### src/logic/mips_branch_pkg.sv
package mips_branch_pkg;

    //==========================================================================
    // primary opcodes, bits 31:26 of the instruction word
    //==========================================================================

    localparam logic [5:0] op_special = 6'b000000; // jr and jalr live under funct
    localparam logic [5:0] op_regimm  = 6'b000001; // compare-with-zero group, keyed by rt
    localparam logic [5:0] op_j       = 6'b000010;
    localparam logic [5:0] op_jal     = 6'b000011;
    localparam logic [5:0] op_beq     = 6'b000100;
    localparam logic [5:0] op_bne     = 6'b000101;
    localparam logic [5:0] op_blez    = 6'b000110;
    localparam logic [5:0] op_bgtz    = 6'b000111;

    // regimm sub-codes carried in the rt field
    localparam logic [4:0] rt_bltz    = 5'b00000;
    localparam logic [4:0] rt_bgez    = 5'b00001;
    localparam logic [4:0] rt_bltzal  = 5'b10000; // bit 4 marks the linking forms
    localparam logic [4:0] rt_bgezal  = 5'b10001;

    // special group function codes
    localparam logic [5:0] funct_jr   = 6'b001000;
    localparam logic [5:0] funct_jalr = 6'b001001;

    //==========================================================================
    // control kinds handed from decode to resolve
    //==========================================================================

    localparam int cf_kind_w = 4;

    localparam logic [cf_kind_w-1:0] cf_none = 4'd0; // sequential flow
    localparam logic [cf_kind_w-1:0] cf_beq  = 4'd1;
    localparam logic [cf_kind_w-1:0] cf_bne  = 4'd2;
    localparam logic [cf_kind_w-1:0] cf_blez = 4'd3;
    localparam logic [cf_kind_w-1:0] cf_bgtz = 4'd4;
    localparam logic [cf_kind_w-1:0] cf_bltz = 4'd5; // also bltzal
    localparam logic [cf_kind_w-1:0] cf_bgez = 4'd6; // also bgezal
    localparam logic [cf_kind_w-1:0] cf_j    = 4'd7; // also jal
    localparam logic [cf_kind_w-1:0] cf_jr   = 4'd8; // also jalr

    localparam logic [4:0] link_reg_ra = 5'd31;

    // one instruction word seen through the three MIPS encodings
    typedef union packed {
        struct packed {
            logic [5:0]  opcode;
            logic [4:0]  rs;
            logic [4:0]  rt;
            logic [15:0] imm;
        } i_fmt;
        struct packed {
            logic [5:0]  opcode;
            logic [25:0] index;
        } j_fmt;
        struct packed {
            logic [5:0]  opcode;
            logic [4:0]  rs;
            logic [4:0]  rt;
            logic [4:0]  rd;
            logic [4:0]  shamt;
            logic [5:0]  funct;
        } r_fmt;
    } mips_instr_u;

endpackage

### src/logic/branch_decode.sv
`timescale 1ns/1ps

module branch_decode
    import mips_branch_pkg::*;
(
    input  mips_instr_u           instruction,
    output logic [cf_kind_w-1:0]  cf_kind,
    output logic [31:0]           imm_offset,
    output logic [25:0]           jump_index,
    output logic                  link_en,
    output logic [4:0]            link_dest
);

    logic [5:0]  opcode;
    logic [4:0]  regimm_code;
    logic [5:0]  funct;
    logic [15:0] imm;

    assign opcode      = instruction.i_fmt.opcode;
    assign regimm_code = instruction.i_fmt.rt;    // rt selects the regimm variant
    assign funct       = instruction.r_fmt.funct;
    assign imm         = instruction.i_fmt.imm;

    //==========================================================================
    // offset and index fields
    //==========================================================================

    // word offset, sign-extended and turned into a byte offset
    assign imm_offset = {{14{imm[15]}}, imm, 2'b00};

    assign jump_index = instruction.j_fmt.index;

    //==========================================================================
    // control kind and link selection
    //==========================================================================

    always_comb begin
        cf_kind   = cf_none;
        link_en   = 1'b0;
        link_dest = link_reg_ra;
        case (opcode)
            op_special: begin
                case (funct)
                    funct_jr: begin
                        cf_kind = cf_jr;
                    end
                    funct_jalr: begin
                        cf_kind   = cf_jr;
                        link_en   = 1'b1;
                        link_dest = instruction.r_fmt.rd; // jalr names its own link register
                    end
                    default: begin
                        cf_kind = cf_none;                // ordinary alu ops, nop included
                    end
                endcase
            end
            op_regimm: begin
                case (regimm_code)
                    rt_bltz: begin
                        cf_kind = cf_bltz;
                    end
                    rt_bgez: begin
                        cf_kind = cf_bgez;
                    end
                    rt_bltzal: begin
                        cf_kind = cf_bltz;
                        link_en = 1'b1;
                    end
                    rt_bgezal: begin
                        cf_kind = cf_bgez;
                        link_en = 1'b1;
                    end
                    default: begin
                        cf_kind = cf_none;                // unsupported regimm encodings
                    end
                endcase
            end
            op_j: begin
                cf_kind = cf_j;
            end
            op_jal: begin
                cf_kind = cf_j;
                link_en = 1'b1;
            end
            op_beq: begin
                cf_kind = cf_beq;
            end
            op_bne: begin
                cf_kind = cf_bne;
            end
            op_blez: begin
                cf_kind = cf_blez;
            end
            op_bgtz: begin
                cf_kind = cf_bgtz;
            end
            default: begin
                cf_kind = cf_none;
            end
        endcase
    end

    // a link write is only legal for an instruction that changes the flow
    no_link_without_kind: assert final (!(cf_kind == cf_none && link_en))
        else $error("link_en raised for a non-control instruction");

endmodule

### src/logic/branch_resolve.sv
`timescale 1ns/1ps

module branch_resolve
    import mips_branch_pkg::*;
(
    input  logic [cf_kind_w-1:0]  cf_kind,
    input  logic [31:0]           imm_offset,
    input  logic [25:0]           jump_index,
    input  logic [31:0]           rs_value,
    input  logic [31:0]           rt_value,
    input  logic [31:0]           decode_pc,
    output logic                  redirect,
    output logic [31:0]           redirect_target
);

    logic        eq;
    logic        sign;
    logic        zero;
    logic        taken;
    logic [31:0] pc_plus4;
    logic [31:0] branch_target;
    logic [31:0] jump_target;

    //==========================================================================
    // operand flags
    //==========================================================================

    assign eq   = (rs_value == rt_value);
    assign sign = rs_value[31];           // two's complement negative
    assign zero = (rs_value == 32'd0);

    //==========================================================================
    // candidate targets
    //==========================================================================

    // both relative and region targets are taken from the delay-slot address
    assign pc_plus4      = decode_pc + 32'd4;
    assign branch_target = pc_plus4 + imm_offset;
    assign jump_target   = {pc_plus4[31:28], jump_index, 2'b00};

    //==========================================================================
    // taken decision and target select
    //==========================================================================

    always_comb begin
        taken           = 1'b0;
        redirect_target = branch_target;
        case (cf_kind)
            cf_beq: begin
                taken = eq;
            end
            cf_bne: begin
                taken = !eq;
            end
            cf_blez: begin
                taken = sign | zero;
            end
            cf_bgtz: begin
                taken = !(sign | zero);
            end
            cf_bltz: begin
                taken = sign;
            end
            cf_bgez: begin
                taken = !sign;
            end
            cf_j: begin
                taken           = 1'b1;
                redirect_target = jump_target;
            end
            cf_jr: begin
                taken           = 1'b1;
                redirect_target = rs_value;   // register target, no alignment check
            end
            default: begin
                taken = 1'b0;
            end
        endcase
    end

    assign redirect = taken;

endmodule

### src/logic/pc_sequencer.sv
`timescale 1ns/1ps

module pc_sequencer #(
    parameter logic [31:0] reset_vector = 32'hbfc00000
) (
    input  logic        clk,
    input  logic        reset,
    input  logic        clk_enable,
    input  logic        redirect,
    input  logic [31:0] redirect_target,
    input  logic        link_en,
    input  logic [4:0]  link_dest,
    output logic [31:0] fetch_pc,
    output logic [31:0] decode_pc,
    output logic        link_write,
    output logic [4:0]  link_reg,
    output logic [31:0] link_value
);

    logic [31:0] seq_pc;
    logic [31:0] next_fetch_pc;

    //==========================================================================
    // fetch address selection
    //==========================================================================

    // while a control instruction sits in decode, fetch_pc already holds its
    // delay slot, so the redirect lands on the fetch after that
    assign seq_pc        = fetch_pc + 32'd4;
    assign next_fetch_pc = redirect ? redirect_target : seq_pc;

    //==========================================================================
    // address registers
    //==========================================================================

    always_ff @(posedge clk) begin
        if (reset) begin
            fetch_pc   <= reset_vector;
            decode_pc  <= reset_vector - 32'd4; // nothing real in decode yet
            link_write <= 1'b0;
        end else begin
            link_write <= clk_enable & link_en;  // one pulse per consumed link instruction
            if (clk_enable) begin
                fetch_pc  <= next_fetch_pc;
                decode_pc <= fetch_pc;
            end
        end
    end

    // return address and destination, qualified downstream by link_write
    always_ff @(posedge clk) begin
        if (clk_enable) begin
            link_reg   <= link_dest;
            link_value <= decode_pc + 32'd8;     // skips the delay slot
        end
    end

    //==========================================================================
    // checks
    //==========================================================================

    fetch_pc_holds_on_stall: assert property (
        @(posedge clk) disable iff (reset)
        !clk_enable |=> $stable(fetch_pc)
    ) else $error("fetch_pc moved across a stalled edge");

    // back-to-back pulses need two consecutive enabled edges behind them
    link_pulse_needs_enable: assert property (
        @(posedge clk) disable iff (reset)
        (link_write && $past(link_write)) |-> ($past(clk_enable) && $past(clk_enable, 2))
    ) else $error("link_write repeated without enabled edges");

endmodule

### src/logic/branch_unit_top.sv
`timescale 1ns/1ps

module branch_unit_top
    import mips_branch_pkg::*;
#(
    parameter logic [31:0] reset_vector = 32'hbfc00000
) (
    input  logic        clk,
    input  logic        reset,
    input  logic        clk_enable,
    input  mips_instr_u instruction,
    input  logic [31:0] rs_value,
    input  logic [31:0] rt_value,
    output logic [31:0] fetch_pc,
    output logic        link_write,
    output logic [4:0]  link_reg,
    output logic [31:0] link_value
);

    logic [cf_kind_w-1:0] cf_kind;
    logic [31:0]          imm_offset;
    logic [25:0]          jump_index;
    logic                 link_en;
    logic [4:0]           link_dest;
    logic                 redirect;
    logic [31:0]          redirect_target;
    logic [31:0]          decode_pc;

    branch_decode decode_inst (
        .instruction (instruction),
        .cf_kind     (cf_kind),
        .imm_offset  (imm_offset),
        .jump_index  (jump_index),
        .link_en     (link_en),
        .link_dest   (link_dest)
    );

    branch_resolve resolve_inst (
        .cf_kind         (cf_kind),
        .imm_offset      (imm_offset),
        .jump_index      (jump_index),
        .rs_value        (rs_value),
        .rt_value        (rt_value),
        .decode_pc       (decode_pc),       // address of the instruction being resolved
        .redirect        (redirect),
        .redirect_target (redirect_target)
    );

    pc_sequencer #(
        .reset_vector (reset_vector)
    ) sequencer_inst (
        .clk             (clk),
        .reset           (reset),
        .clk_enable      (clk_enable),
        .redirect        (redirect),
        .redirect_target (redirect_target),
        .link_en         (link_en),
        .link_dest       (link_dest),
        .fetch_pc        (fetch_pc),
        .decode_pc       (decode_pc),
        .link_write      (link_write),
        .link_reg        (link_reg),
        .link_value      (link_value)
    );

endmodule

### config.mk
export PLATFORM = sky130hd
export DESIGN_NAME = branch_unit_top
export DESIGN_NICKNAME = d
export VERILOG_FILES = /design/src/logic/mips_branch_pkg.sv /design/src/logic/branch_decode.sv /design/src/logic/branch_resolve.sv /design/src/logic/pc_sequencer.sv /design/src/logic/branch_unit_top.sv
export SDC_FILE = /design/constraint.sdc
export NUM_CORES = 1
export LEC_CHECK = 0
export ABC_AREA = 1
export BUFFER_PORTS_ARGS = -buffer_cell sky130_fd_sc_hd__buf_2
export CAP_MARGIN = 5
export CELL_PAD_IN_SITES_DETAIL_PLACEMENT = 0
export CELL_PAD_IN_SITES_GLOBAL_PLACEMENT = 1
export CORE_UTILIZATION = 43
export DETAILED_ROUTE_END_ITERATION = 12
export PLACE_DENSITY = 0.94
export SLEW_MARGIN = 25
export SYNTH_ARGS = -nofsm -noshare
export SYNTH_HDL_FRONTEND = slang
export SYNTH_SLANG_ARGS = --single-unit
### constraint.sdc
create_clock -name clk -period 6.6 [get_ports clk]
set_input_delay 0.99 -clock clk [delete_from_list [all_inputs] [get_ports clk]]
set_output_delay 0.99 -clock clk [all_outputs]
set_load 0.005 [all_outputs]
==> metrics.md <==
| Metric | Value |
|---|---|
| Outcome | finished, final reports clean |
| Storage cell area | 2410 um^2 |
| Chip Width | 147 um |
| FF+latch count, synth | 102 |
| Placer Congestion | 1.01 |
| Unrepaired setup endpoints after global routing | false |
| Setup violators final | 0 |
| Cell area after synthesis | 9000 um^2 |
| Highest clock rate | 251 MHz |
| Fin. max-slew vios | 0 |
| DR vias/cell | 5.35 |
| Final Hold Vio Count | 0 |
| Post-synthesis sequential area ratio | 26.8% |
| Yosys warns | 0 |
| Measured slew at the worst slew-check pin | 0.890 ns |
| Final Skew | 0.0128 ns |
| Num ports | 169 |
| Ys async rst share | 0% |
| Initial antenna violation count | 1 |
| Setup bufs post-CTS | 0 |
| Proportion of layout cells with a drive suffix above 1 | 15.8% |
| Kind of critical path | flop to flop |
| Crit start category | flop |
| Worst path max stage delay | 0.57 ns |
| Largest net degree at the start of global routing | 60 |
| Synthesized area per cell | 6.42 um^2 |
| Die span in y | 147 um |
| Tmin final | 3.98 ns |
| Worst setup margin | 2.62 ns |
| Hold Path Depth | 0 |
| Crit path capture type | flop |
| Wire per inst | 18.1 um |
| Hpwl dp | 26800 um |
| Drt total wl | 33000 um |
| DP Worst Slack | 2.73 ns |
| 1st-iter DRT viols | 921 |
| Biggest regs | sequencer_inst.decode_pc: 32 flops, sequencer_inst.fetch_pc: 32 flops, sequencer_inst.link_value: 32 flops |
| Row count | 52 |
| Antenna-violating nets left | 0 |
| CTS root buffer | clkbuf_16 |
| Syn-to-layout area delta | 14.7% |
| Multi-input gate area | 5740 um^2 |
| Die footprint | 21500 um^2 |
| PostCTS Resize Cnt | 0 |
| CTS Sinks | 102 |
| GRT overflow | 0 |
| Worst path cell trace | ha_1 > nand2_1 > nor2_2 > nand3_1 > nor4_1 > xor2_1 > ha_1 > a21oi_1 > nand2_1 > nand2_1 > nand2_1 > a21oi_1 > nand2_1 > nand2_1 > nand3_1 > nand2_1 > inv_1 > nand2_1 > nand3_1 > a21oi_1 |
| Fillers | 2160 |
| Area of the core | 20400 um^2 |
| Initial core utilization | 44.2% |
| LEAKAGE | 4.98 nW |
| DP Area | 10000 um^2 |
| Longest Clk Path Bufs | 2 |
| Inst Count DP | 1808 |
| # port buffers | 168 |
| Synthesized instance count | 1403 |
| Total CTS buffers | 9 |
| Critical Path RT | 6.89 ns |
| Final Cycle Share | 60.3% |
| Cell area after layout | 10300 um^2 |
| Final nets | 1685 |
| CP max FO | 4 |
| Most used cell, CP | nand2_1 |
| # hold bufs at CTS | 0 |
| Non-Filler Instances | 1825 |
| Syn Nets | 1539 |
| Primary FF master, synth | dfxtp_1 |
| GRT Resource Usage Total | 31.3% |
| First-pass GRT wire length | 51200 um |
| Distinct cells, synth | 46 |
| H-Tree Depth | 3 |
| Max-Cap Viols | 0 |
| Worst-case reg-to-reg path depth | 20 |
| Remaining DRCs | 0 |
| Clk pin slew, worst setup/hold paths | 0.07 ns |
| Pre-antenna DRT Iters | 6 |
| Hold crit path type | flop to flop |
| Crit path arrival time | 4.27 ns |
| Slowest cell on crit path | nor4_1 |
| Max VDD drop | 0.000130 V |
| Via count | 9761 |
| Number of synthesized flops with an enable pin | 37 |
| Setup TNS | 0 ns |
| Relative slew slack | 40.7% |
| Worst-Skew Late Latency | 0.36 ns |
| Vias in the first global route | 9027 |
| Cell Pwr Density | 191 nW/um^2 |
| CTS tree | yes |
## worst paths after layout
check / startpoint / end / slack (ns)
setup / recovery: sequencer_inst.decode_pc[4]$_SDFFE_PP1P_ / sequencer_inst.fetch_pc[30]$_SDFFE_PP0P_ / 2.62
hold / removal: sequencer_inst.decode_pc[1]$_SDFFE_PP0P_ / sequencer_inst.link_value[1]$_DFFE_PP_ / 0.48
setup reg to reg: sequencer_inst.decode_pc[4]$_SDFFE_PP1P_ / sequencer_inst.fetch_pc[30]$_SDFFE_PP0P_ / 2.62
hold reg to reg: sequencer_inst.decode_pc[1]$_SDFFE_PP0P_ / sequencer_inst.link_value[1]$_DFFE_PP_ / 0.48
## cell usage after synthesis, types with 6 or more instances
master | instances | area (um^2)
nand3b_1 | 6 | 45.0
nor2_1 | 140 | 526
nand2_2 | 12 | 75.1
o21bai_1 | 7 | 52.6
nand3_1 | 103 | 515
inv_2 | 11 | 41.3
nand4_1 | 21 | 131
inv_1 | 172 | 646
xor2_1 | 66 | 578
nor3_1 | 37 | 185
a21oi_1 | 76 | 380
o211ai_1 | 10 | 75.1
clkbuf_1 | 20 | 75.1
edfxtp_1 | 37 | 1110
ha_1 | 36 | 450
dfxtp_1 | 65 | 1300
nand2_1 | 403 | 1510
o22ai_1 | 7 | 43.8
nor2_2 | 13 | 81.3
o21ai_0 | 54 | 270
xnor2_1 | 46 | 403
or2_2 | 6 | 37.5
## final cells by class
class / instances / area share (%)
Tap cell: 270 / 3.27
Clock buffer: 10 / 2.25
Multi-Input combinational cell: 1082 / 55.6
Antenna cell: 1 / 0.0242
Clock inverter: 6 / 0.436
Sequential cell: 102 / 23.4
Timing Repair Buffer: 170 / 8.32
Inverter: 184 / 6.69
## critical path, delay by kind of cell, from the launching register on
kind	cells	cell delay, ns
simple gates	13	1.90
compound gates	3	0.60
fa+ha+maj	2	0.59
flops	1	0.42
xor+xnor	1	0.32
buf+inv	1	0.04
## logic make-up (layout without fill, tap and decap cells)
kind of cell | Yosys count | after routing | synth area share (%)
AO/OA/AOI/OAI | 169 | 169 | 10.3
XOR/XNOR | 112 | 112 | 10.9
adder cells (fa/ha/maj) | 37 | 37 | 5.23
buffers and inverters | 219 | 370 | 9.47
flip-flops | 102 | 102 | 26.8
other | 0 | 1 | 0
AND/OR/NAND/NOR | 764 | 764 | 37.3
## placed cells by master (no fill, tap or decap), drive strengths merged
cell type,count
o21ai,56
nand3b,6
xor2,66
fa,1
or4,1
nand4,24
clkbuf,10
a31oi,5
edfxtp,37
nor3,41
nand2,416
xnor2,46
dfxtp,65
and2,3
o22ai,7
o221ai,4
nand3,106
o211ai,10
or2,6
a21o,2
o31ai,1
clkinv,4
diode,1
a21boi,1
a21oi,76
ha,36
nor2,157
o21bai,7
buf,170
inv,186
nor4,4
## where the power goes
group	switching, mW	internal, mW	total (mW)
logic	0.467	0.235	0.702
clock network	0.254	0.264	0.518
registers	0.0511	0.698	0.749
total	0.772	1.20	1.97
## per-layer routing
metal,GRT usage [%],vias to the layer above,routed length (um)
met3,5.53,75,2790
li1,-,4826,-
met2,48.2,469,14400
met5,0,-,0
met1,42.4,4391,14200
met4,14.5,0,1610
## stage by stage
stage               util, %  hold slack (ns)  power (mW)
finish                 50.7            0.478        1.97
global route           50.7            0.512        2.07
CTS                    50.7            0.474        1.96
detailed placement     49.3            0.452        1.45
global placement       49.3            0.455        1.45
floorplan                 -            0.425        1.17
Power figures use the tool's default switching activity.
